**config.mk**
```make
export PLATFORM = sky130hd
export DESIGN_NAME = des_round_stage
export DESIGN_NICKNAME = d
export VERILOG_FILES = /design/src/source/des_pkg.sv /design/src/source/des_round.sv /design/src/source/des_round_stage.sv
export SDC_FILE = /design/constraint.sdc
export NUM_CORES = 2
export LEC_CHECK = 0
export ABC_AREA = 1
export BUFFER_PORTS_ARGS = -buffer_cell sky130_fd_sc_hd__buf_2
export CAP_MARGIN = 10
export CORE_UTILIZATION = 60
export CTS_BUF_LIST = sky130_fd_sc_hd__clkbuf_16
export DETAILED_ROUTE_END_ITERATION = 8
export HOLD_SLACK_MARGIN = 0.08
export PLACE_DENSITY = 0.8
export SKIP_LAST_GASP = 1
export SYNTH_ARGS = -nofsm -noshare
export SYNTH_HDL_FRONTEND = slang
export SYNTH_SLANG_ARGS = --single-unit
export TNS_END_PERCENT = 100
```
**constraint.sdc**
```tcl
create_clock -name ck -period 13.7 [get_ports ck]
set_input_delay 1.37 -clock ck [delete_from_list [all_inputs] [get_ports ck]]
set_output_delay 1.37 -clock ck [all_outputs]
set_load 0.05 [all_outputs]
```
**src/source/des_pkg.sv**
```systemverilog
package des_pkg;

    // **************************************************
    // Widths and types
    // **************************************************

    localparam int unsigned block_w          = 64;
    localparam int unsigned half_w           = 32;
    localparam int unsigned subkey_w         = 48;
    localparam int unsigned cd_w             = 56;
    localparam int unsigned rounds_per_stage = 8;

    typedef logic [block_w-1:0]  block_t;  // Standard bit 1 sits at bit 63.
    typedef logic [half_w-1:0]   half_t;
    typedef logic [subkey_w-1:0] subkey_t;
    typedef logic [cd_w-1:0]     cd_t;     // C in the upper 28 bits, D in the lower 28.

    typedef logic [rounds_per_stage-1:0][subkey_w-1:0] subkey_bank_t;

    typedef enum logic [1:0] {
        key_idle,
        key_first_half,
        key_second_half
    } key_phase_e;

    // **************************************************
    // Position tables, 1-based as in the standard
    // **************************************************

    localparam int unsigned ip_table [block_w] = '{
        58, 50, 42, 34, 26, 18, 10, 2,
        60, 52, 44, 36, 28, 20, 12, 4,
        62, 54, 46, 38, 30, 22, 14, 6,
        64, 56, 48, 40, 32, 24, 16, 8,
        57, 49, 41, 33, 25, 17,  9, 1,
        59, 51, 43, 35, 27, 19, 11, 3,
        61, 53, 45, 37, 29, 21, 13, 5,
        63, 55, 47, 39, 31, 23, 15, 7
    };

    localparam int unsigned fp_table [block_w] = '{
        40, 8, 48, 16, 56, 24, 64, 32,
        39, 7, 47, 15, 55, 23, 63, 31,
        38, 6, 46, 14, 54, 22, 62, 30,
        37, 5, 45, 13, 53, 21, 61, 29,
        36, 4, 44, 12, 52, 20, 60, 28,
        35, 3, 43, 11, 51, 19, 59, 27,
        34, 2, 42, 10, 50, 18, 58, 26,
        33, 1, 41,  9, 49, 17, 57, 25
    };

    localparam int unsigned e_table [subkey_w] = '{
        32,  1,  2,  3,  4,  5,
         4,  5,  6,  7,  8,  9,
         8,  9, 10, 11, 12, 13,
        12, 13, 14, 15, 16, 17,
        16, 17, 18, 19, 20, 21,
        20, 21, 22, 23, 24, 25,
        24, 25, 26, 27, 28, 29,
        28, 29, 30, 31, 32,  1
    };

    localparam int unsigned p_table [half_w] = '{
        16,  7, 20, 21, 29, 12, 28, 17,
         1, 15, 23, 26,  5, 18, 31, 10,
         2,  8, 24, 14, 32, 27,  3,  9,
        19, 13, 30,  6, 22, 11,  4, 25
    };

    localparam int unsigned pc1_table [cd_w] = '{
        57, 49, 41, 33, 25, 17,  9,
         1, 58, 50, 42, 34, 26, 18,
        10,  2, 59, 51, 43, 35, 27,
        19, 11,  3, 60, 52, 44, 36,
        63, 55, 47, 39, 31, 23, 15,
         7, 62, 54, 46, 38, 30, 22,
        14,  6, 61, 53, 45, 37, 29,
        21, 13,  5, 28, 20, 12,  4
    };

    localparam int unsigned pc2_table [subkey_w] = '{
        14, 17, 11, 24,  1,  5,
         3, 28, 15,  6, 21, 10,
        23, 19, 12,  4, 26,  8,
        16,  7, 27, 20, 13,  2,
        41, 52, 31, 37, 47, 55,
        30, 40, 51, 45, 33, 48,
        44, 49, 39, 56, 34, 53,
        46, 42, 50, 36, 29, 32
    };

    localparam int unsigned shift_table [16] = '{
        1, 1, 2, 2, 2, 2, 2, 2, 1, 2, 2, 2, 2, 2, 2, 1
    };

    // **************************************************
    // S-boxes, indexed by row * 16 + column
    // **************************************************

    localparam logic [3:0] sbox_table [8][64] = '{
        '{
            14,  4, 13,  1,  2, 15, 11,  8,  3, 10,  6, 12,  5,  9,  0,  7,
             0, 15,  7,  4, 14,  2, 13,  1, 10,  6, 12, 11,  9,  5,  3,  8,
             4,  1, 14,  8, 13,  6,  2, 11, 15, 12,  9,  7,  3, 10,  5,  0,
            15, 12,  8,  2,  4,  9,  1,  7,  5, 11,  3, 14, 10,  0,  6, 13
        },
        '{
            15,  1,  8, 14,  6, 11,  3,  4,  9,  7,  2, 13, 12,  0,  5, 10,
             3, 13,  4,  7, 15,  2,  8, 14, 12,  0,  1, 10,  6,  9, 11,  5,
             0, 14,  7, 11, 10,  4, 13,  1,  5,  8, 12,  6,  9,  3,  2, 15,
            13,  8, 10,  1,  3, 15,  4,  2, 11,  6,  7, 12,  0,  5, 14,  9
        },
        '{
            10,  0,  9, 14,  6,  3, 15,  5,  1, 13, 12,  7, 11,  4,  2,  8,
            13,  7,  0,  9,  3,  4,  6, 10,  2,  8,  5, 14, 12, 11, 15,  1,
            13,  6,  4,  9,  8, 15,  3,  0, 11,  1,  2, 12,  5, 10, 14,  7,
             1, 10, 13,  0,  6,  9,  8,  7,  4, 15, 14,  3, 11,  5,  2, 12
        },
        '{
             7, 13, 14,  3,  0,  6,  9, 10,  1,  2,  8,  5, 11, 12,  4, 15,
            13,  8, 11,  5,  6, 15,  0,  3,  4,  7,  2, 12,  1, 10, 14,  9,
            10,  6,  9,  0, 12, 11,  7, 13, 15,  1,  3, 14,  5,  2,  8,  4,
             3, 15,  0,  6, 10,  1, 13,  8,  9,  4,  5, 11, 12,  7,  2, 14
        },
        '{
             2, 12,  4,  1,  7, 10, 11,  6,  8,  5,  3, 15, 13,  0, 14,  9,
            14, 11,  2, 12,  4,  7, 13,  1,  5,  0, 15, 10,  3,  9,  8,  6,
             4,  2,  1, 11, 10, 13,  7,  8, 15,  9, 12,  5,  6,  3,  0, 14,
            11,  8, 12,  7,  1, 14,  2, 13,  6, 15,  0,  9, 10,  4,  5,  3
        },
        '{
            12,  1, 10, 15,  9,  2,  6,  8,  0, 13,  3,  4, 14,  7,  5, 11,
            10, 15,  4,  2,  7, 12,  9,  5,  6,  1, 13, 14,  0, 11,  3,  8,
             9, 14, 15,  5,  2,  8, 12,  3,  7,  0,  4, 10,  1, 13, 11,  6,
             4,  3,  2, 12,  9,  5, 15, 10, 11, 14,  1,  7,  6,  0,  8, 13
        },
        '{
             4, 11,  2, 14, 15,  0,  8, 13,  3, 12,  9,  7,  5, 10,  6,  1,
            13,  0, 11,  7,  4,  9,  1, 10, 14,  3,  5, 12,  2, 15,  8,  6,
             1,  4, 11, 13, 12,  3,  7, 14, 10, 15,  6,  8,  0,  5,  9,  2,
             6, 11, 13,  8,  1,  4, 10,  7,  9,  5,  0, 15, 14,  2,  3, 12
        },
        '{
            13,  2,  8,  4,  6, 15, 11,  1, 10,  9,  3, 14,  5,  0, 12,  7,
             1, 15, 13,  8, 10,  3,  7,  4, 12,  5,  6, 11,  0, 14,  9,  2,
             7, 11,  4,  1,  9, 12, 14,  2,  0,  6, 10, 13, 15,  3,  5,  8,
             2,  1, 14,  7,  4, 10,  8, 13, 15, 12,  9,  0,  3,  5,  6, 11
        }
    };

endpackage

```
**src/source/des_round.sv**
```systemverilog
module des_round (
    input  des_pkg::block_t  block_in,
    input  des_pkg::subkey_t subkey,
    output des_pkg::block_t  block_out
);

    des_pkg::half_t   left;
    des_pkg::half_t   right;
    des_pkg::subkey_t mixed;
    des_pkg::half_t   sbox_out;
    des_pkg::half_t   f_out;

    assign left  = block_in[des_pkg::block_w-1 -: des_pkg::half_w];
    assign right = block_in[des_pkg::half_w-1:0];

    always_comb begin
        for (int i = 0; i < des_pkg::subkey_w; i++) begin
            mixed[des_pkg::subkey_w-1-i] = right[des_pkg::half_w - des_pkg::e_table[i]]
                                         ^ subkey[des_pkg::subkey_w-1-i];
        end
    end

    // Row comes from the outer two bits of each group, column from the inner four.
    always_comb begin
        logic [5:0] chunk;
        for (int k = 0; k < des_pkg::half_w / 4; k++) begin
            chunk = mixed[des_pkg::subkey_w-1-6*k -: 6];
            sbox_out[des_pkg::half_w-1-4*k -: 4] =
                des_pkg::sbox_table[k][{chunk[5], chunk[0], chunk[4:1]}];
        end
    end

    always_comb begin
        for (int i = 0; i < des_pkg::half_w; i++) begin
            f_out[des_pkg::half_w-1-i] = sbox_out[des_pkg::half_w - des_pkg::p_table[i]];
        end
    end

    assign block_out = {right, left ^ f_out};  // Every round swaps the halves.

endmodule

```
**src/source/des_round_stage.sv**
```systemverilog
module des_round_stage (
    input  logic                  ck,
    input  logic                  rst,
    input  logic                  in_valid,
    input  des_pkg::block_t       block_in,
    input  des_pkg::subkey_bank_t keys,
    output logic                  out_valid,
    output des_pkg::block_t       block_out
);

    des_pkg::block_t chain [des_pkg::rounds_per_stage+1];

    assign chain[0] = block_in;

    for (genvar r = 0; r < des_pkg::rounds_per_stage; r++) begin : g_round
        des_round i_round (
            .block_in  (chain[r]),
            .subkey    (keys[r]),
            .block_out (chain[r+1])
        );
    end

    always_ff @(posedge ck) begin
        if (rst) begin
            out_valid <= 1'b0;
        end else begin
            out_valid <= in_valid;
        end
    end

    always_ff @(posedge ck) begin
        if (in_valid) begin
            block_out <= chain[des_pkg::rounds_per_stage];
        end
    end

endmodule

```
[After elaboration in Yosys (flattened, before gate mapping)]
Memory sizes are Yosys's and may differ from the RTL's.
Cells that the tools add are included.
Word-level totals
  input port bits: 451
  memory bits (read-only): 16384
  output and inout bits: 65
  memories: 64
  flip-flop bits (word level): 65
Operators by class
  muxes and demuxes: 128
  bitwise operators: 456
  $lt $le $gt $ge: 64
Memories
  (name not given): words 64, width 4, rd ports 1, clocked after memory_dff 0, wr ports 0, line des_round.sv:29  | des_pkg::sbox_table[k][{chunk[5], chunk[0], chunk[4:1]}];
  (name not given): words 64, width 4, rd ports 1, clocked after memory_dff 0, wr ports 0, line des_round.sv:29
  (name not given): words 64, width 4, rd ports 1, clocked after memory_dff 0, wr ports 0, line des_round.sv:29
  (name not given): words 64, width 4, rd ports 1, clocked after memory_dff 0, wr ports 0, line des_round.sv:29
  (name not given): words 64, width 4, rd ports 1, clocked after memory_dff 0, wr ports 0, line des_round.sv:29
  (name not given): words 64, width 4, rd ports 1, clocked after memory_dff 0, wr ports 0, line des_round.sv:29
  +58 memories
Operators by type and width (count)
  two-way mux 4 bit: 128
  greater-or-equal comparator 7 bit, second input constant: 64
  inverter 6 -> 7 bit: 64
  XOR 1 bit: 384
  XOR 32 bit: 8

[Longest topological paths before layout]
  depth in word-level cells: 48
  gate-level depth with buffers: 104

[Hierarchy]
Synthesis repeated with hierarchy kept, for this count alone.
Second synthesis, totals
  cells, all modules: 10065
  area, all modules: 50881.3 µm²
By module, submodules not included
  des_round at g_round[0].i_round ...: instances 6, sequential area each 0.0 µm², cells each 1247, area an instance 6107.1 µm²
  des_round at g_round[7].i_round: instances 1, sequential area each 0.0 µm², cells each 1254, area an instance 6148.4 µm²
  des_round at g_round[1].i_round: instances 1, sequential area each 0.0 µm², cells each 1262, area an instance 6138.4 µm²
  des_round_stage: instances 1, sequential area each 1941.9 µm², cells each 67, area an instance 1951.9 µm²

[Worst setup path after synthesis]
No wires, ideal clock.
  kind: input-to-reg
  from: in block_in[5]
  to: reg block_out[8] (data pin)
  path buffers: 0
  stages: 90
  setup slack: 2.164 ns
  data arrival time: 11.284 ns
  cell sequence: inv_1 -> nand2_1 -> nand2_1 -> ha_1 -> inv_1 -> nand3_1 -> nand2_1 -> nand2_1 -> nand3_1 -> nand3_1 -> nand2_1 -> nand2_1 -> nand2_1 -> nand2_1 -> nand2_1 -> ha_1 -> inv_1 -> nand3_1 -> (+54 left out) -> nand2_1 -> nand3_1 -> nand3_1 -> nand2_1 -> nand2_1 -> nand2_1 -> nand2_1 -> nand2_1 -> ha_1 -> inv_1 -> nand2_1 -> nand2_1 -> nand2_1 -> nand3_1 -> nand2_1 -> nand2_1 -> nand3b_1 -> nand2_1
RTL lines
  start: declaration: line des_round_stage.sv:5  | input des_pkg::block_t block_in,
  end signal: assignment: line des_round_stage.sv:33  | block_out <= chain[des_pkg::rounds_per_stage];
  end: declaration: line des_round_stage.sv:8  | output des_pkg::block_t block_out

==> metrics.txt <==
status finished with violations; failing checks design-rule violations; Slew Viols, Final 0; Fillers roughly 8800; Synth Register Bits between 60 and 70; worst min path class input port to flop; mean routed wirelength per cell 18.2 µm; CP endpoint kind flop; Pre-antenna DRT Iters 9; post-synthesis cell area 56000 µm²; CTS buffer count 9; CTS tree done; initial antenna violation count 68; CTS max path bufs 2; post-route cell area between 60000 and 70000 µm²; hold buffers post-CTS 0; Post-synth EDFFs 64; IO Count 516; Avg Cell Area, Syn 5.20 µm²; CP max stage delay between 0.5 and 0.6 ns; Mapped Nets 11700; H-tree lvl count 3; Hold EP out_valid; routed vias/inst around 6.0; dpl cell area 62500 µm²; Post-CTS Setup Repair Bufs 0; Worst-Margin Slew 0.928 ns; Critical path origin block_in[7]; Worst EP arrival 13.00 ns; register area between 1500 and 2000 µm²; sinks on the clock net 65; Core Region 92100 µm²; count of different cell masters after synthesis 40; min-delay src rst; asr flop ratio synth 0; Crit Path Max Fanout 12; Root Driver clkbuf_16; crit path kind input port to flop; cells after synthesis 10800; post-synthesis cell type with the largest combined area nand3_1; Nets between 10000 and 15000; placed insts between 10000 and 15000; Final Hold Vio Count 0; layout cells sized above 1 0.173; GRT overflow 0; ANT nets after route 0; slew margin rel. 0.381; buffers added on ports 515; WHS Path Cells 2; DRT Wirelength about 240 mm; period utilization 0.941; global-route wire length before repair 360 mm; multi-input logic area 48700 µm²; vias post-DR 77900; area delta synth->final 13.2%; All-Layer GR Usage 0.472; DR iter-0 viols 11100; clock period minus final worst setup slack 12.90 ns; final cell count without fillers around 13000; Starting Density 0.609; share of the synthesized area in the top cell type 0.318; vias in the first global route just under 70000; max capacitance violation total 0; cell repeated most along the worst path nand2_1; HPWL after DPL slightly below 200 mm; DIE AREA 94600 µm²; row count between 100 and 150; CP Launch Type input port; GPL Wtd Cong 1.09; drt drc 23; synth warn 0; CTS clock-pin slew for the worst setup and hold paths 0.06 ns; pin count of the biggest net entering global routing 66; Die Wd a little over 300 µm; Seq/Total Area, Yosys 0.0346; synth top area cells nand3_1 32%, nand2_1 29%, ha_1 11%; Worst EP required 13.80 ns; die height 308 µm; Resize count post-CTS 0; max frequency around 78 MHz; final setup violating endpoints 0; CP max-delay cell xor2_2; Synth Flop Type edfxtp_1; post-layout util 0.689
==> how the worst max path moves through the flow <==
| stage | slack [ns] | endpoint |
|---|---|---|
| floorplan | 2.16 | block_out[8] |
| global placement | 0.51 | block_out[11] |
| detailed placement | 0.26 | block_out[22] |
| CTS | 0.60 | block_out[22] |
| global route | -0.04 | block_out[8] |
| finish | 0.80 | block_out[11] |
==> critical path: cells and delay by family <==
family,cells,cell delay (ns)
fa+ha+maj,7,2.12
buf+inv,10,1.09
simple gates,66,7.88
xor+xnor,1,0.52
==> synthesized netlist by cell type (2+ instances only) <==
cell type  number
nand3_1      3557
xor2_4         14
o21ai_0        27
buf_4          90
inv_2         145
xnor2_2        21
or2_1          18
or2_2           2
inv_1         940
nand2_2       455
clkinv_1        6
nand3_2       124
o21ai_1        33
nor2_1         64
inv_4           8
o211ai_1       22
nand3_4         4
nor2_2          8
buf_2          32
a21oi_2         4
xor2_2         28
ha_1          486
a21oi_1        35
nand2_1      4374
xnor2_1        13
edfxtp_1       64
nand3b_1       33
xor2_1          6
buf_6          82
nand2_4        66
o21bai_1        3
nand4_1        12
xnor2_4         5
==> metal layers <==
| layer | vias to the layer above | track usage | part of all wire |
|---|---|---|---|
| met3 | 1247 | 0.0957 | 0.11 |
| li1 | 37100 | - | - |
| met4 | 28 | 0.489 | 0.12 |
| met2 | 5193 | 0.741 | 0.42 |
| met5 | - | 0 | 0.00075 |
| met1 | 34300 | 0.517 | 0.34 |
==> area by class of cell <==
class | count | share of cell area
multi-input cells | 9420 | 0.767
repair buffers | 1036 | 0.105
inverters | 1099 | 0.0654
flip-flops and latches | 65 | 0.0306
well taps | 1243 | 0.0245
clock buffers | 9 | 0.00355
diodes | 61 | 0.00241
clock inverters | 7 | 0.00138
==> sequential cells by signal, indices dropped and copies added, names as in the netlist <==
name,count
out_valid,1
block_out,64
==> cell families (layout without fill, tap and decap cells) <==
| logic type | count (synthesis) | after routing | share of synthesized area |
|---|---|---|---|
| AOI/OAI and AO/OA | 125 | 125 | 0.0126 |
| xor gates and xnor gates | 87 | 87 | 0.0265 |
| adders and majority gates | 486 | 486 | 0.109 |
| buffers and inverters | 1303 | 2151 | 0.105 |
| DFF | 65 | 65 | 0.0346 |
| other | 0 | 61 | 0 |
| and+or+nand+nor | 8722 | 8722 | 0.712 |
==> metrics by stage <==
stage / hold WS, ns / setup slack [ns] / setup TNS (ns)
after floorplan: 1.44 / 2.16 / 0
after global placement: 1.53 / 0.509 / 0
after detailed placement: 1.55 / 0.257 / 0
after CTS: 1.18 / 0.596 / 0
after global routing: 1.20 / -0.0442 / -0.149
final: 1.18 / 0.804 / 0
==> cell usage in the layout (no fill, tap or decap), types with 3 or more instances in the layout <==
cell       Yosys  layout
clkinv_1       6       7
nand4_1       12      12
o21ai_0       27      27
nand3b_1      33      33
nor2_1        64      64
nand2_4       66      76
nand2_2      455     480
buf_2         32     514
inv_2        145     146
ha_1         486     469
xor2_2        28      28
buf_4         90     506
a21oi_1       35      35
diode_2        0      61
nand3_1     3557    3535
inv_1        940     939
xnor2_2       21      21
ha_4           0      15
nor2_2         8       8
edfxtp_1      64      64
inv_4          8       8
buf_12         0      15
nand3_4        4       4
xor2_1         6       6
nand2_1     4374    4338
xnor2_1       13      12
nand3_2      124     146
o211ai_1      22      22
xor2_4        14      14
o21bai_1       3       3
clkbuf_16      0       9
a21oi_2        4       4
or2_1         18      18
xnor2_4        5       6
o21ai_1       33      33
Power is not shown: default switching activity piles up to over one toggle a cycle in this logic, so the estimate is an artifact.
