$ cat config.mk
export PLATFORM = sky130hd
export DESIGN_NAME = des_key_schedule
export DESIGN_NICKNAME = d
export VERILOG_FILES = /design/src/source/des_pkg.sv /design/src/source/des_key_schedule.sv
export SDC_FILE = /design/constraint.sdc
export NUM_CORES = 1
export LEC_CHECK = 0
export BUFFER_PORTS_ARGS = -buffer_cell sky130_fd_sc_hd__buf_2
export CAP_MARGIN = 20
export CORE_AREA = 4 4 321 323
export DETAILED_ROUTE_END_ITERATION = 8
export DIE_AREA = 0 0 325 327
export SYNTH_ARGS = -nofsm -noshare
export SYNTH_HDL_FRONTEND = slang
export SYNTH_SLANG_ARGS = --single-unit
$ cat constraint.sdc
create_clock -name ck -period 9.8 [get_ports ck]
set_input_delay 1.47 -clock ck [delete_from_list [all_inputs] [get_ports ck]]
set_output_delay 1.47 -clock ck [all_outputs]
set_load 0.01 [all_outputs]
$ cat src/source/des_pkg.sv
package des_pkg;

    // **************************************************
    // Widths and types
    // **************************************************

    localparam int unsigned block_w          = 64;
    localparam int unsigned half_w           = 32;
    localparam int unsigned subkey_w         = 48;
    localparam int unsigned cd_w             = 56;
    localparam int unsigned rounds_per_stage = 8;

    typedef logic [block_w-1:0]  block_t;  // Standard bit 1 sits at bit 63.
    typedef logic [half_w-1:0]   half_t;
    typedef logic [subkey_w-1:0] subkey_t;
    typedef logic [cd_w-1:0]     cd_t;     // C in the upper 28 bits, D in the lower 28.

    typedef logic [rounds_per_stage-1:0][subkey_w-1:0] subkey_bank_t;

    typedef enum logic [1:0] {
        key_idle,
        key_first_half,
        key_second_half
    } key_phase_e;

    // **************************************************
    // Position tables, 1-based as in the standard
    // **************************************************

    localparam int unsigned ip_table [block_w] = '{
        58, 50, 42, 34, 26, 18, 10, 2,
        60, 52, 44, 36, 28, 20, 12, 4,
        62, 54, 46, 38, 30, 22, 14, 6,
        64, 56, 48, 40, 32, 24, 16, 8,
        57, 49, 41, 33, 25, 17,  9, 1,
        59, 51, 43, 35, 27, 19, 11, 3,
        61, 53, 45, 37, 29, 21, 13, 5,
        63, 55, 47, 39, 31, 23, 15, 7
    };

    localparam int unsigned fp_table [block_w] = '{
        40, 8, 48, 16, 56, 24, 64, 32,
        39, 7, 47, 15, 55, 23, 63, 31,
        38, 6, 46, 14, 54, 22, 62, 30,
        37, 5, 45, 13, 53, 21, 61, 29,
        36, 4, 44, 12, 52, 20, 60, 28,
        35, 3, 43, 11, 51, 19, 59, 27,
        34, 2, 42, 10, 50, 18, 58, 26,
        33, 1, 41,  9, 49, 17, 57, 25
    };

    localparam int unsigned e_table [subkey_w] = '{
        32,  1,  2,  3,  4,  5,
         4,  5,  6,  7,  8,  9,
         8,  9, 10, 11, 12, 13,
        12, 13, 14, 15, 16, 17,
        16, 17, 18, 19, 20, 21,
        20, 21, 22, 23, 24, 25,
        24, 25, 26, 27, 28, 29,
        28, 29, 30, 31, 32,  1
    };

    localparam int unsigned p_table [half_w] = '{
        16,  7, 20, 21, 29, 12, 28, 17,
         1, 15, 23, 26,  5, 18, 31, 10,
         2,  8, 24, 14, 32, 27,  3,  9,
        19, 13, 30,  6, 22, 11,  4, 25
    };

    localparam int unsigned pc1_table [cd_w] = '{
        57, 49, 41, 33, 25, 17,  9,
         1, 58, 50, 42, 34, 26, 18,
        10,  2, 59, 51, 43, 35, 27,
        19, 11,  3, 60, 52, 44, 36,
        63, 55, 47, 39, 31, 23, 15,
         7, 62, 54, 46, 38, 30, 22,
        14,  6, 61, 53, 45, 37, 29,
        21, 13,  5, 28, 20, 12,  4
    };

    localparam int unsigned pc2_table [subkey_w] = '{
        14, 17, 11, 24,  1,  5,
         3, 28, 15,  6, 21, 10,
        23, 19, 12,  4, 26,  8,
        16,  7, 27, 20, 13,  2,
        41, 52, 31, 37, 47, 55,
        30, 40, 51, 45, 33, 48,
        44, 49, 39, 56, 34, 53,
        46, 42, 50, 36, 29, 32
    };

    localparam int unsigned shift_table [16] = '{
        1, 1, 2, 2, 2, 2, 2, 2, 1, 2, 2, 2, 2, 2, 2, 1
    };

    // **************************************************
    // S-boxes, indexed by row * 16 + column
    // **************************************************

    localparam logic [3:0] sbox_table [8][64] = '{
        '{
            14,  4, 13,  1,  2, 15, 11,  8,  3, 10,  6, 12,  5,  9,  0,  7,
             0, 15,  7,  4, 14,  2, 13,  1, 10,  6, 12, 11,  9,  5,  3,  8,
             4,  1, 14,  8, 13,  6,  2, 11, 15, 12,  9,  7,  3, 10,  5,  0,
            15, 12,  8,  2,  4,  9,  1,  7,  5, 11,  3, 14, 10,  0,  6, 13
        },
        '{
            15,  1,  8, 14,  6, 11,  3,  4,  9,  7,  2, 13, 12,  0,  5, 10,
             3, 13,  4,  7, 15,  2,  8, 14, 12,  0,  1, 10,  6,  9, 11,  5,
             0, 14,  7, 11, 10,  4, 13,  1,  5,  8, 12,  6,  9,  3,  2, 15,
            13,  8, 10,  1,  3, 15,  4,  2, 11,  6,  7, 12,  0,  5, 14,  9
        },
        '{
            10,  0,  9, 14,  6,  3, 15,  5,  1, 13, 12,  7, 11,  4,  2,  8,
            13,  7,  0,  9,  3,  4,  6, 10,  2,  8,  5, 14, 12, 11, 15,  1,
            13,  6,  4,  9,  8, 15,  3,  0, 11,  1,  2, 12,  5, 10, 14,  7,
             1, 10, 13,  0,  6,  9,  8,  7,  4, 15, 14,  3, 11,  5,  2, 12
        },
        '{
             7, 13, 14,  3,  0,  6,  9, 10,  1,  2,  8,  5, 11, 12,  4, 15,
            13,  8, 11,  5,  6, 15,  0,  3,  4,  7,  2, 12,  1, 10, 14,  9,
            10,  6,  9,  0, 12, 11,  7, 13, 15,  1,  3, 14,  5,  2,  8,  4,
             3, 15,  0,  6, 10,  1, 13,  8,  9,  4,  5, 11, 12,  7,  2, 14
        },
        '{
             2, 12,  4,  1,  7, 10, 11,  6,  8,  5,  3, 15, 13,  0, 14,  9,
            14, 11,  2, 12,  4,  7, 13,  1,  5,  0, 15, 10,  3,  9,  8,  6,
             4,  2,  1, 11, 10, 13,  7,  8, 15,  9, 12,  5,  6,  3,  0, 14,
            11,  8, 12,  7,  1, 14,  2, 13,  6, 15,  0,  9, 10,  4,  5,  3
        },
        '{
            12,  1, 10, 15,  9,  2,  6,  8,  0, 13,  3,  4, 14,  7,  5, 11,
            10, 15,  4,  2,  7, 12,  9,  5,  6,  1, 13, 14,  0, 11,  3,  8,
             9, 14, 15,  5,  2,  8, 12,  3,  7,  0,  4, 10,  1, 13, 11,  6,
             4,  3,  2, 12,  9,  5, 15, 10, 11, 14,  1,  7,  6,  0,  8, 13
        },
        '{
             4, 11,  2, 14, 15,  0,  8, 13,  3, 12,  9,  7,  5, 10,  6,  1,
            13,  0, 11,  7,  4,  9,  1, 10, 14,  3,  5, 12,  2, 15,  8,  6,
             1,  4, 11, 13, 12,  3,  7, 14, 10, 15,  6,  8,  0,  5,  9,  2,
             6, 11, 13,  8,  1,  4, 10,  7,  9,  5,  0, 15, 14,  2,  3, 12
        },
        '{
            13,  2,  8,  4,  6, 15, 11,  1, 10,  9,  3, 14,  5,  0, 12,  7,
             1, 15, 13,  8, 10,  3,  7,  4, 12,  5,  6, 11,  0, 14,  9,  2,
             7, 11,  4,  1,  9, 12, 14,  2,  0,  6, 10, 13, 15,  3,  5,  8,
             2,  1, 14,  7,  4, 10,  8, 13, 15, 12,  9,  0,  3,  5,  6, 11
        }
    };

endpackage

$ cat src/source/des_key_schedule.sv
module des_key_schedule (
    input  logic                  ck,
    input  logic                  rst,
    input  logic                  key_load,
    input  des_pkg::block_t       key,
    input  logic                  decrypt,
    output des_pkg::subkey_bank_t first_keys,
    output des_pkg::subkey_bank_t second_keys
);

    des_pkg::key_phase_e   phase;
    des_pkg::cd_t          cd_held;
    logic                  decrypt_held;
    des_pkg::cd_t          cd_walk;
    logic                  walk_mode;
    logic [4:0]            round_base;
    des_pkg::subkey_bank_t bank_next;

    function automatic des_pkg::cd_t permute_pc1(des_pkg::block_t k);
        des_pkg::cd_t cd;
        for (int i = 0; i < des_pkg::cd_w; i++) begin
            cd[des_pkg::cd_w-1-i] = k[des_pkg::block_w - des_pkg::pc1_table[i]];
        end
        return cd;
    endfunction

    function automatic des_pkg::subkey_t permute_pc2(des_pkg::cd_t cd);
        des_pkg::subkey_t sk;
        for (int i = 0; i < des_pkg::subkey_w; i++) begin
            sk[des_pkg::subkey_w-1-i] = cd[des_pkg::cd_w - des_pkg::pc2_table[i]];
        end
        return sk;
    endfunction

    // Decryption walks backwards with right rotations. The total rotation over
    // sixteen rounds is 28, so round 16 uses the unrotated PC-1 output.
    function automatic des_pkg::cd_t step(des_pkg::cd_t cd, logic [4:0] round, logic dec);
        logic [des_pkg::cd_w/2-1:0] c;
        logic [des_pkg::cd_w/2-1:0] d;
        int unsigned                amount;
        c = cd[des_pkg::cd_w-1 -: des_pkg::cd_w/2];
        d = cd[des_pkg::cd_w/2-1:0];
        if (!dec) begin
            amount = des_pkg::shift_table[round[3:0]];
            c = (c << amount) | (c >> (des_pkg::cd_w/2 - amount));
            d = (d << amount) | (d >> (des_pkg::cd_w/2 - amount));
        end else if (round != 5'd0) begin
            amount = des_pkg::shift_table[4'(5'd16 - round)];
            c = (c >> amount) | (c << (des_pkg::cd_w/2 - amount));
            d = (d >> amount) | (d << (des_pkg::cd_w/2 - amount));
        end
        return {c, d};
    endfunction

    always_comb begin
        if (phase == des_pkg::key_first_half && !key_load) begin
            cd_walk    = cd_held;   // Carry on from the ninth round.
            walk_mode  = decrypt_held;
            round_base = 5'd8;
        end else begin
            cd_walk    = permute_pc1(key);
            walk_mode  = decrypt;
            round_base = 5'd0;
        end
        for (int i = 0; i < des_pkg::rounds_per_stage; i++) begin
            cd_walk      = step(cd_walk, round_base + 5'(i), walk_mode);
            bank_next[i] = permute_pc2(cd_walk);
        end
    end

    always_ff @(posedge ck) begin
        if (rst) begin
            phase <= des_pkg::key_idle;
        end else if (key_load) begin
            phase <= des_pkg::key_first_half;
        end else if (phase == des_pkg::key_first_half) begin
            phase <= des_pkg::key_second_half;  // Both banks are complete.
        end else begin
            phase <= des_pkg::key_idle;
        end
    end

    always_ff @(posedge ck) begin
        if (key_load) begin
            first_keys   <= bank_next;
            cd_held      <= cd_walk;
            decrypt_held <= decrypt;
        end else if (phase == des_pkg::key_first_half) begin
            second_keys <= bank_next;
        end
    end

endmodule

* After elaboration in Yosys (flattened, before gate mapping)
Memory sizes are Yosys's and may differ from the RTL's.
Index checks and enable logic that the tools add are counted.
** Storage, ports and cells
- Register bits :: 827
- ROM bits :: 8192
- Input port bits :: 68
- Word-level logic and storage cells :: 278
- Memories kept :: 16
** Cells by class
- Add/subtract/negate cells :: 31
- Order comparisons :: 16
- Equal/unequal tests :: 1
- Shift-type cells :: 64
- Mux-type cells :: 69
- Bitwise gates (word level) :: 49
- Reductions and logical operators :: 12
** Memory list
- (name not given) :: depth 16, width 32, read ports 1, clocked after memory_dff 0, write ports 0, RTL line des_key_schedule.sv:48 : amount = des_pkg::shift_table[4'(5'd16 - round)];
- (name not given) :: depth 16, width 32, read ports 1, clocked after memory_dff 0, write ports 0, RTL line des_key_schedule.sv:44 : amount = des_pkg::shift_table[round[3:0]];
- (name not given) :: depth 16, width 32, read ports 1, clocked after memory_dff 0, write ports 0, RTL line des_key_schedule.sv:48
- (name not given) :: depth 16, width 32, read ports 1, clocked after memory_dff 0, write ports 0, RTL line des_key_schedule.sv:44
- (name not given) :: depth 16, width 32, read ports 1, clocked after memory_dff 0, write ports 0, RTL line des_key_schedule.sv:48
- (name not given) :: depth 16, width 32, read ports 1, clocked after memory_dff 0, write ports 0, RTL line des_key_schedule.sv:44
- 10 more memories
** Operator list (number)
- two-way mux 32 bit :: 32
- << shifter 28 x 32 -> 28 bit :: 32
- >> shifter 28 x 32 -> 28 bit :: 32
- two-way mux 28 bit :: 32
- OR 28 bit :: 32
- subtractor 5 x 32 -> 32 bit, first input constant :: 16
- greater-or-equal comparator 5 bit, second input constant :: 16
- NOT 4 -> 5 bit :: 16
- two-way mux 56 bit :: 1
- nonzero test 5 bit :: 8
- subtractor 1 x 4 -> 4 bit, first input constant :: 8
- adder 4 x 3 -> 5 bit, second input constant :: 4
- adder 4 x 2 -> 5 bit, second input constant :: 2
- adder 4 x 1 -> 5 bit, second input constant :: 1
- two-way mux 4 bit :: 1
- == test 2 x 1 -> 1 bit, second input constant :: 1
- two-way mux 1 bit :: 2
- two-way mux 2 bit :: 1
- AND reduction 2 bit :: 1
- OR reduction 2 bit :: 1
- logical AND 1 bit :: 1
- zero test 1 bit :: 1
- NOT 1 bit :: 1

* Longest topological paths before layout
Gate-level depths: netlist of run 1.
- Depth after elaboration :: 41
- Gate-level depth with buffers :: 6
- Mapped depth without buffers :: 2

* Worst setup path after synthesis of run 1
Ideal clock, no wire load.
- Kind :: input -> register
- From :: in key_load
- To :: reg second_keys[0] in the netlist's numbering, enable pin
- Setup time :: 0.731 ns
- Data arrival time :: 9.750 ns
- Data required time :: 9.069 ns
- Setup slack :: -0.682 ns
- Stages on the path :: 5
- Buffers on the path :: 3
- Path through :: or3b_1 -> buf_2 -> buf_2 -> buf_2 -> inv_1
** Between the ends
- Cells in the longest elaborated chain, start to end :: 2
** RTL lines
- start, declared :: RTL line des_key_schedule.sv:4 : input logic key_load,
- NOT 1 bit (no source line)
- AND reduction 2 bit (no source line)
- end signal, assigned :: RTL line des_key_schedule.sv:89 : second_keys <= bank_next;
- end, declared :: RTL line des_key_schedule.sv:8 : output des_pkg::subkey_bank_t second_keys
No other way between the ends.
A chain may end at the register's enable or synchronous reset.

==> run summary, run 1 <==
Post-synthesis compound-gate area fraction -> 0%
F_max -> 0.216 GHz
Worst-Skew Late Latency -> 0.66 ns
Max cap viols -> 0
FF-to-FF setup slack -> 6.11 ns
DRC violations left -> 0
Multiplexer share of the synthesized area -> 31.5%
Setup violations, final -> 0
Outcome -> finished, final reports clean
Gr usage total -> 24.4%
CTS tree -> built
Largest cells by area after synthesis -> edfxtp_1 (64%), mux2i_1 (28%), mux2_2 (2.8%), buf_2 (1.5%), clkbuf_1 (1.2%)
DRT Pass-1 Iters -> 5
Slew @ Worst Pin -> 1.33 ns
Min-delay worst type -> flip-flop to flip-flop
Root buf cell -> clkbuf_16
Max clock buf depth -> 3
Leak -> 19.8 nW
Die height -> 327 um
Largest net degree at the start of global routing -> 164
Routed WL -> 135 mm
Average size of a mapped cell -> 16.6 um^2
Setup Crit Path Kind -> input pin to flip-flop
Crit path max fanout -> 132
Starting Density -> 36.3%
Commonest non-fill, non-tap cells in the layout -> mux2i_1 (1008), buf_2 (825), edfxtp_1 (777)
Unrepaired setup endpoints after global routing -> false
Post-synth top area share -> 64.3%
Share of cells above drive strength 1 -> 37.9%
Post-CTS sizing -> 0
Drt initial violations -> 1973
Largest family of logic cells by synthesized area -> multiplexers
Final Max Slew Viols -> 0
Peak VDD IR -> 149 uV
Number of global-route vias before repair -> 23700
CP endpoint kind -> flip-flop
Area growth from synthesis to layout -> 20.5%
Via/cell ratio -> 5.43
Antenna viol nets, final -> 0
Post-synthesis simple-gate area fraction -> 0.0517%
Hold buffer count at cts -> 0
Post-synthesis adder-cell area fraction -> 0%
Final hold vios -> 0
Clock transition at path regs -> 0.06 ns
Clock period minus worst slack -> 4.63 ns
Synth Instances -> 2189
Overall Power -> 8.28 mW
Syn nets -> 2257
Setup bufs post-CTS -> 0
Num CTS Buffers -> 84
H-tree levels -> 3
Die Wd -> 325 um
Register bit total from synthesis -> 779
Sequential share of the synthesized area -> 64.4%
Initial antenna violation count -> 4
Yosys top cell by area -> edfxtp_1
CP arrival -> 5.01 ns
Nets -> 2938
Commonest non-fill, non-tap cell in the layout -> mux2i_1
Core area -> 0.0999 mm^2
DP HPWL -> 90.0 mm
Ports -> 836
Worst relative slew slack -> 11.2%
PD cells -> 189 mW/mm^2
First-pass GRT wire length -> 186 mm
WL/cell -> 31.9 um
Die area -> 0.106 mm^2
Placement Rows -> 116
Post-Syn Area -> 0.0363 mm^2
XOR/XNOR Fraction of Synth Area -> 0%
Port Buffers -> 827
Vias -> 23000
Routability cong. -> 0.836
Final Cycle Share -> 47.3%
Final hold slack -> 0.887 ns
CTS sink count -> 779
GRT overflow -> 0
Setup TNS -> 0 ns
Ys Warns -> 0
Worst Skew -> 0.0263 ns
Yosys cell types -> 13
CP required -> 10.18 ns
Startpoint types -> input pin
Final setup margin -> 5.17 ns
Pre-CTS WS -> 4.63 ns
[cell type report]
cell class                 instances  area [um^2]
antenna                            2         5.00
clock buffer                     102         2190
clock inverter                    45          412
fill                            9030        56100
inverter                           1         7.51
multi-input combinational       1123        11500
sequential                       779        23400
tap                             1298         1620
timing repair buffer             881         4650
[per-stage QoR]
step / area, um^2 / util (%) / instances
floorplan: 36300 / - / 2189
global placement: 41100 / 41.2 / 4082
detailed placement: 41100 / 41.2 / 4082
CTS: 43700 / 43.8 / 4229
global route: 43700 / 43.8 / 4229
finish: 43700 / 43.8 / 4231
[state kept, by name (all words and copies together) (netlist names)]
signal and count:
cd_held 9, phase 2, second_keys 384, first_keys 383, decrypt_held 1
[power by group]
part,switching [mW],internal (mW),leakage (nW)
sequential,0.124,3.94,7.38
combinational,0.753,0.424,11.2
clock,1.31,1.73,1.26
[metal layers]
layer | track usage, % | wire length (um) | up-vias
met4 | 9.45 | 5100 | 0
met5 | 0 | 0 | -
met2 | 42.1 | 67000 | 1151
li1 | - | - | 9703
met3 | 6.99 | 11500 | 228
met1 | 28.9 | 51500 | 11900
[cells in the mapped netlist, drive strengths merged]
cell / count
mux2: 112
nor2: 1
dfxtp: 2
edfxtp: 777
buf: 168
nor2b: 1
clkbuf: 118
inv: 1
or3b: 1
mux2i: 1008
[critical path, stage by stage]
cell and delay (ns):
buf_8 0.44, or3b_4 0.60, buf_4 0.88, buf_12 0.72, mux2_2 0.43
[worst paths after layout]
kind | start | endpoint | cells past startpoint
max | key_load | second_keys[356] | 5
min | first_keys[380] | first_keys[372] | 2
max reg2reg | decrypt_held | first_keys[153] | 5
min reg2reg | first_keys[380] | first_keys[372] | 2
[cell families (layout without fill, tap and decap cells)]
logic type,after synthesis,count (layout)
buffers and inverters,287,1029
DFF,779,779
muxes,1120,1120
other,0,2
and+or+nand+nor,3,3
No activity file was read; power rests on OpenSTA's default activity.
==> run 2: changes to the inputs <==
==> constraint.sdc (replaced) <==
create_clock -name ck -period 3.85 [get_ports ck]
set_input_delay 0.5775 -clock ck [delete_from_list [all_inputs] [get_ports ck]]
set_output_delay 0.5775 -clock ck [all_outputs]
set_load 0.01 [all_outputs]
==> run 2 against run 1 <==
Combinational power rose by 140%. Sequential power rose to 2.6 times the previous value. First-iteration DRC count decreased by 2.2%. Design area rose by 1.2%. Die area is the same. Clock power grew to 2.7 times the previous value. Non-clock buffer count grew 8. Critical path type is now flip-flop to primary output. Largest cell class unchanged. Largest power group unchanged.
==> run summary, run 2 (synthesis results as in run 1) <==
Largest net degree at the start of global routing -> 141
WL/cell -> 31.1 um
Routability cong. -> 0.827
CP Cell Sequence -> buf_2
WHS Endpoint -> phase[0]
Routed WL -> 132 mm
Worst Skew -> 0.0240 ns
Max cap viols -> 0
Setup Crit Path Kind -> flip-flop to primary output
Final Cycle Share -> 67.7%
Initial antenna violation count -> 3
Setup violations, final -> 0
Startpoint types -> flip-flop
CP required -> 3.27 ns
Clock period minus worst slack -> 2.61 ns
Num CTS Buffers -> 83
Net switching share of the total power -> 25.8%
Drt initial violations -> 1929
Area taken by flip-flops and latches -> 0.0234 mm^2
Root buf cell -> clkbuf_16
Share of cells above drive strength 1 -> 38.3%
Die area -> 0.106 mm^2
Clock transition at path regs -> 0.06 ns
H-tree levels -> 3
Peak VDD IR -> 366 uV
CP arrival -> 2.03 ns
Leak -> 20.1 nW
Top reg by flops -> second_keys
Max clock buf depth -> 3
Hold buffer count at cts -> 0
Unrepaired setup endpoints after global routing -> false
Layout Cells excl Fill -> 4245
Sequential share of power -> 48.6%
CP endpoint kind -> primary output
Worst path depth -> 1
Starting Density -> 36.3%
Worst relative slew slack -> 26.5%
Setup bufs post-CTS -> 0
Pre-CTS WS -> 1.28 ns
GRT overflow -> 0
Hold path depth -> 2
Crit path max fanout -> 14
Core area -> 0.0999 mm^2
Port Buffers -> 827
Post-Place Cells -> 4090
CTS tree -> built
Placement Rows -> 116
Worst path max stage delay -> 1.08 ns
Worst min-delay path startpoint -> rst
Multi-input combinational cell area -> 0.0115 mm^2
Area growth from synthesis to layout -> 21.9%
Buf/Inv on CP -> 1
CTS sink count -> 779
Min-delay worst type -> input pin to flip-flop
Final setup margin -> 1.24 ns
Biggest regs -> second_keys (384), first_keys (383), cd_held (9)
DRT Pass-1 Iters -> 5
Antenna viol nets, final -> 0
Max FFs per register -> 384
Vias -> 23000
Ports -> 836
Reg2reg start -> first_keys[336]
Via/cell ratio -> 5.41
Nets -> 2945
Slew @ Worst Pin -> 1.10 ns
Commonest non-fill, non-tap cell in the layout -> mux2i_1
FF-to-FF setup slack -> 1.58 ns
Gr usage total -> 23.9%
Reg2reg path depth -> 2
F_max -> 0.384 GHz
Net Switching -> 5.56 mW
Clock power share -> 38.3%
Slowest-stage cell, CP -> edfxtp_1
Commonest non-fill, non-tap cells in the layout -> mux2i_1 (1008), buf_2 (825), edfxtp_1 (777)
Setup TNS -> 0 ns
DRC violations left -> 0
Number of global-route vias before repair -> 23800
Gate power share -> 13.2%
Outcome -> finished, final reports clean
PD cells -> 488 mW/mm^2
Crit Reg-Reg Endpoint -> second_keys[153]
Die height -> 327 um
Filler Cell Count -> 8937
Final Max Slew Viols -> 0
Crit path max-delay family -> flip-flops
Overall Power -> 21.6 mW
Worst-Skew Late Latency -> 0.66 ns
Final hold vios -> 0
Die Wd -> 325 um
Post-CTS sizing -> 0
First-pass GRT wire length -> 183 mm
DP HPWL -> 92.2 mm
P_int -> 16.0 mW
[run 2: cell types whose count changed in the layout (fill, tap and decap cells not counted)]
| cell | before | now |
|---|---|---|
| clkinv_1 | 13 | 18 |
| clkinvlp_4 | 5 | 2 |
| clkinv_4 | 4 | 6 |
| diode_2 | 2 | 3 |
| clkinv_2 | 11 | 10 |
| inv_6 | 5 | 6 |
| clkbuf_1 | 17 | 10 |
| clkbuf_16 | 85 | 86 |
| buf_12 | 7 | 25 |
| bufinv_16 | 5 | 12 |
| buf_4 | 47 | 37 |
[run 2: power by group through the flow]
stage	registers, mW	logic, mW	clock network (mW)
finish	10.5	2.84	8.26
global route	10.5	3.01	8.80
CTS	10.5	2.86	8.41
detailed placement	10.7	2.85	0
global placement	10.6	2.80	0
floorplan	10.6	1.51	0
[run 2: area by class of cell]
type                            instances  area share [%]
Sequential cell                       779            52.8
Multi-Input combinational cell       1123            25.9
Timing Repair Buffer                  889            11.2
Clock buffer                           96            4.95
Tap cell                             1298            3.67
Clock inverter                         56            1.45
Inverter                                1          0.0170
Antenna cell                            3          0.0170
[run 2: worst reg2reg max path, cell delays in order, from the launching register on]
cell,delay (ns)
edfxtp_1,0.92
mux2i_1,0.21
mux2i_1,0.80
[run 2: metrics by stage]
step | utilization, % | hold slack (ns) | area (um^2)
2_1_floorplan | - | 0.608 | 36300
3_3_place_gp | 41.5 | 0.761 | 41400
3_5_place_dp | 41.5 | 0.758 | 41400
4_1_cts | 44.3 | 0.0347 | 44200
5_1_grt | 44.3 | 0.0590 | 44200
6_report | 44.3 | 0.0934 | 44200
[run 2: layer usage]
layer	up-vias	GRT usage (%)	share of wire (%)
met4	2	9.58	4.1
met3	260	6.64	7.9
met5	-	0	0.0083
li1	9728	-	-
met1	11800	27.5	37
met2	1178	42.1	51
[run 2: how the worst max path moves through the flow]
stage                             endpoint             from
final                      first_keys[350]  first_keys[350]
after global routing       first_keys[336]  first_keys[336]
after CTS                  first_keys[336]  first_keys[336]
after detailed placement  second_keys[101]         key_load
after global placement    second_keys[100]         key_load
after floorplan             second_keys[0]         key_load
==> run 3: changes to the inputs <==
--- a/config.mk
+++ b/config.mk
@@ -5,11 +5,12 @@
 export SDC_FILE = /design/constraint.sdc
 export NUM_CORES = 1
 export LEC_CHECK = 0
+export ABC_AREA = 1
 export BUFFER_PORTS_ARGS = -buffer_cell sky130_fd_sc_hd__buf_2
 export CAP_MARGIN = 20
-export CORE_AREA = 4 4 321 323
+export CORE_AREA = 4 4 326 328
 export DETAILED_ROUTE_END_ITERATION = 8
-export DIE_AREA = 0 0 325 327
+export DIE_AREA = 0 0 330 332
 export SYNTH_ARGS = -nofsm -noshare
 export SYNTH_HDL_FRONTEND = slang
 export SYNTH_SLANG_ARGS = --single-unit
==> constraint.sdc (replaced) <==
create_clock -name ck -period 2.2 [get_ports ck]
set_input_delay 0.33 -clock ck [delete_from_list [all_inputs] [get_ports ck]]
set_output_delay 0.33 -clock ck [all_outputs]
set_load 0.01 [all_outputs]
==> run 3 against run 2 <==
Sequential power up 73%. First-iteration DRC count down 11%. Via count down 11%. Clock power up 62%. Hold slack better by 0.053 ns. Sequential share of layout area up 4.2 points. Design area down 7.3%. Highest routed layer unchanged. Flip-flop and latch count unchanged.
==> run summary, run 3 <==
Sequential share of the synthesized area -> 82.5%
Reg2reg start -> phase[1]
Setup violations, final -> 0
Setup Crit Path Kind -> flip-flop to flip-flop
CP required -> 2.69 ns
Routability cong. -> 0.884
Starting Density -> 27.4%
Most common cell in the synthesized netlist -> nand2_1
Antenna viol nets, final -> 0
Post-layout util -> 39.7%
Pre-CTS WS -> -0.356 ns
Worst relative slew slack -> 22.9%
Multi-input combinational cell area -> 0.00544 mm^2
Min-delay worst type -> input pin to flip-flop
Register bit total from synthesis -> 779
Die height -> 332 um
Filler Cell Count -> 9716
Yosys cell types -> 15
WHS Endpoint -> second_keys[364]
Post-DP Area -> 0.0367 mm^2
CP endpoint kind -> flip-flop
Number of flops mapped to enable cells by yosys -> 777
Gr usage total -> 19.5%
Main flop type after synthesis -> edfxtp_1
Unrepaired setup endpoints after global routing -> true
Average size of a mapped cell -> 14.4 um^2
Outcome -> finished, final reports clean
Leak -> 18.6 nW
Clock transition at path regs -> 0.06 ns
Worst Skew -> 0.0251 ns
Area taken by flip-flops and latches -> 0.0234 mm^2
Core area -> 0.103 mm^2
Clock period minus worst slack -> 2.19 ns
Crit Reg-Reg Endpoint -> second_keys[184]
Drt initial violations -> 1726
Final hold vios -> 0
Finished Cell Area -> 0.0410 mm^2
Reg2reg path depth -> 12
Ys Warns -> 0
CTS tree -> built
Num CTS Buffers -> 82
Slew @ Worst Pin -> 1.16 ns
Vias -> 20400
Initial antenna violation count -> 12
Worst-Skew Late Latency -> 0.64 ns
Top reg by flops -> second_keys
Nets -> 3204
Die area -> 0.110 mm^2
DRC violations left -> 0
Syn nets -> 2034
FF-to-FF setup slack -> 0.008 ns
Max cap viols -> 0
GRT overflow -> 0
Port Buffers -> 827
Placement Rows -> 118
DRT Pass-1 Iters -> 5
H-tree levels -> 3
Via/cell ratio -> 4.46
Peak VDD IR -> 803 uV
Routed WL -> 113 mm
Area growth from synthesis to layout -> 44.7%
Yosys top cell by area -> edfxtp_1
Biggest regs -> second_keys (384), first_keys (383), cd_held (9)
CP arrival -> 2.68 ns
Top post-synthesis cells by count -> nand2_1 (978), edfxtp_1 (777), buf_4 (59), nand3_1 (57), nand2_2 (43)
WL/cell -> 24.6 um
Final Max Slew Viols -> 0
Die Wd -> 330 um
Largest net degree at the start of global routing -> 148
Ports -> 836
Post-Place Cells -> 4395
First-pass GRT wire length -> 152 mm
CTS sink count -> 779
Worst min-delay path startpoint -> key[37]
Hold path depth -> 5
Number of global-route vias before repair -> 20100
Final setup margin -> 0.00796 ns
Startpoint types -> flip-flop
Post-synth top area share -> 82.4%
PD cells -> 919 mW/mm^2
DP HPWL -> 87.4 mm
F_max -> 0.456 GHz
Crit path max fanout -> 8
Share of cells above drive strength 1 -> 50.9%
Commonest non-fill, non-tap cell in the layout -> buf_2
Max clock buf depth -> 3
Largest cells by area after synthesis -> edfxtp_1 (82%), nand2_1 (13%), buf_4 (1.6%), nand3_1 (1.0%), nand2_2 (0.95%)
Synth Instances -> 1966
Max FFs per register -> 384
Commonest non-fill, non-tap cells in the layout -> buf_2 (826), edfxtp_1 (777), nand2_1 (694)
Layout Cells excl Fill -> 4587
Overall Power -> 37.7 mW
Post-Syn Area -> 0.0283 mm^2
Final Cycle Share -> 99.6%
Root buf cell -> clkbuf_16
Share of async-settable or async-resettable flops after synthesis -> 0%
==> run 3: critical path: stages, from the launching register on <==
cell	delay, ns
dfxtp_2	0.32
nor2_4	0.13
buf_6	0.14
nand3b_1	0.18
nand2_8	0.20
buf_12	0.14
nand2_1	0.11
nand2_2	0.15
buf_4	0.19
nand2_1	0.09
nand2_1	0.14
nand2_4	0.12
nand2_2	0.12
==> run 3: logic make-up (layout without fill, tap and decap cells) <==
| family | Yosys count | in the layout | share of synthesized area (%) |
|---|---|---|---|
| buffers and inverters | 105 | 1343 | 2.47 |
| and+or+nand+nor | 1082 | 1082 | 15.0 |
| DFF | 779 | 779 | 82.5 |
| other | 0 | 3 | 0 |
==> run 3: worst max path at each step <==
stage	slack, ns	cells after the start	end	startpoint
2_1_floorplan	-0.14	10	first_keys[101]	phase[1]
3_3_place_gp	-0.34	14	first_keys[301]	key_load
3_5_place_dp	-0.36	14	first_keys[301]	key_load
4_1_cts	-0.008	13	second_keys[235]	phase[1]
5_1_grt	-0.07	12	first_keys[242]	phase[1]
6_report	0.008	12	second_keys[184]	phase[1]
==> run 3: layout make-up <==
class | instances | share of cell area (%)
diodes | 3 | 0.0183
multi-input cells | 1082 | 13.3
well taps | 1380 | 4.21
clock buffers | 97 | 5.20
clock inverters | 55 | 1.15
flip-flops and latches | 779 | 57.0
repair buffers | 1188 | 19.1
inverters | 3 | 0.0672
==> run 3: power by group <==
part / switching (mW) / total, mW / internal, mW
clock: 5.72 / 13.4 / 7.67
combinational: 3.89 / 6.03 / 2.13
sequential: 0.358 / 18.2 / 17.9
total: 9.97 / 37.7 / 27.7
==> run 3: repair_timing <==
item	CTS	global route
pin swaps	7	36
hold endpoints to repair	3	0
setup endpoints to repair	436	736
setup buffers	5	21
cloned	0	10
hold buffers	2	0
resized for setup	112	271
==> run 3: metrics by stage <==
| step | setup TNS (ns) | hold slack [ns] |
|---|---|---|
| 4_1_cts | -0.0207 | 0.0667 |
| 6_report | 0 | 0.146 |
| 3_5_place_dp | -90.74 | 0.508 |
| 5_1_grt | -6.05 | 0.146 |
| 3_3_place_gp | -77.26 | 0.502 |
| 2_1_floorplan | -56.25 | 0.395 |
==> run 3: routing by layer <==
layer  share of wire, %  global-route usage [%]  routed length [um]
met4                2.9                    5.95                3230
met2                 50                    33.4               56200
met5              0.074                       0                  84
met1                 39                    24.4               44200
met3                8.0                    4.87                9060
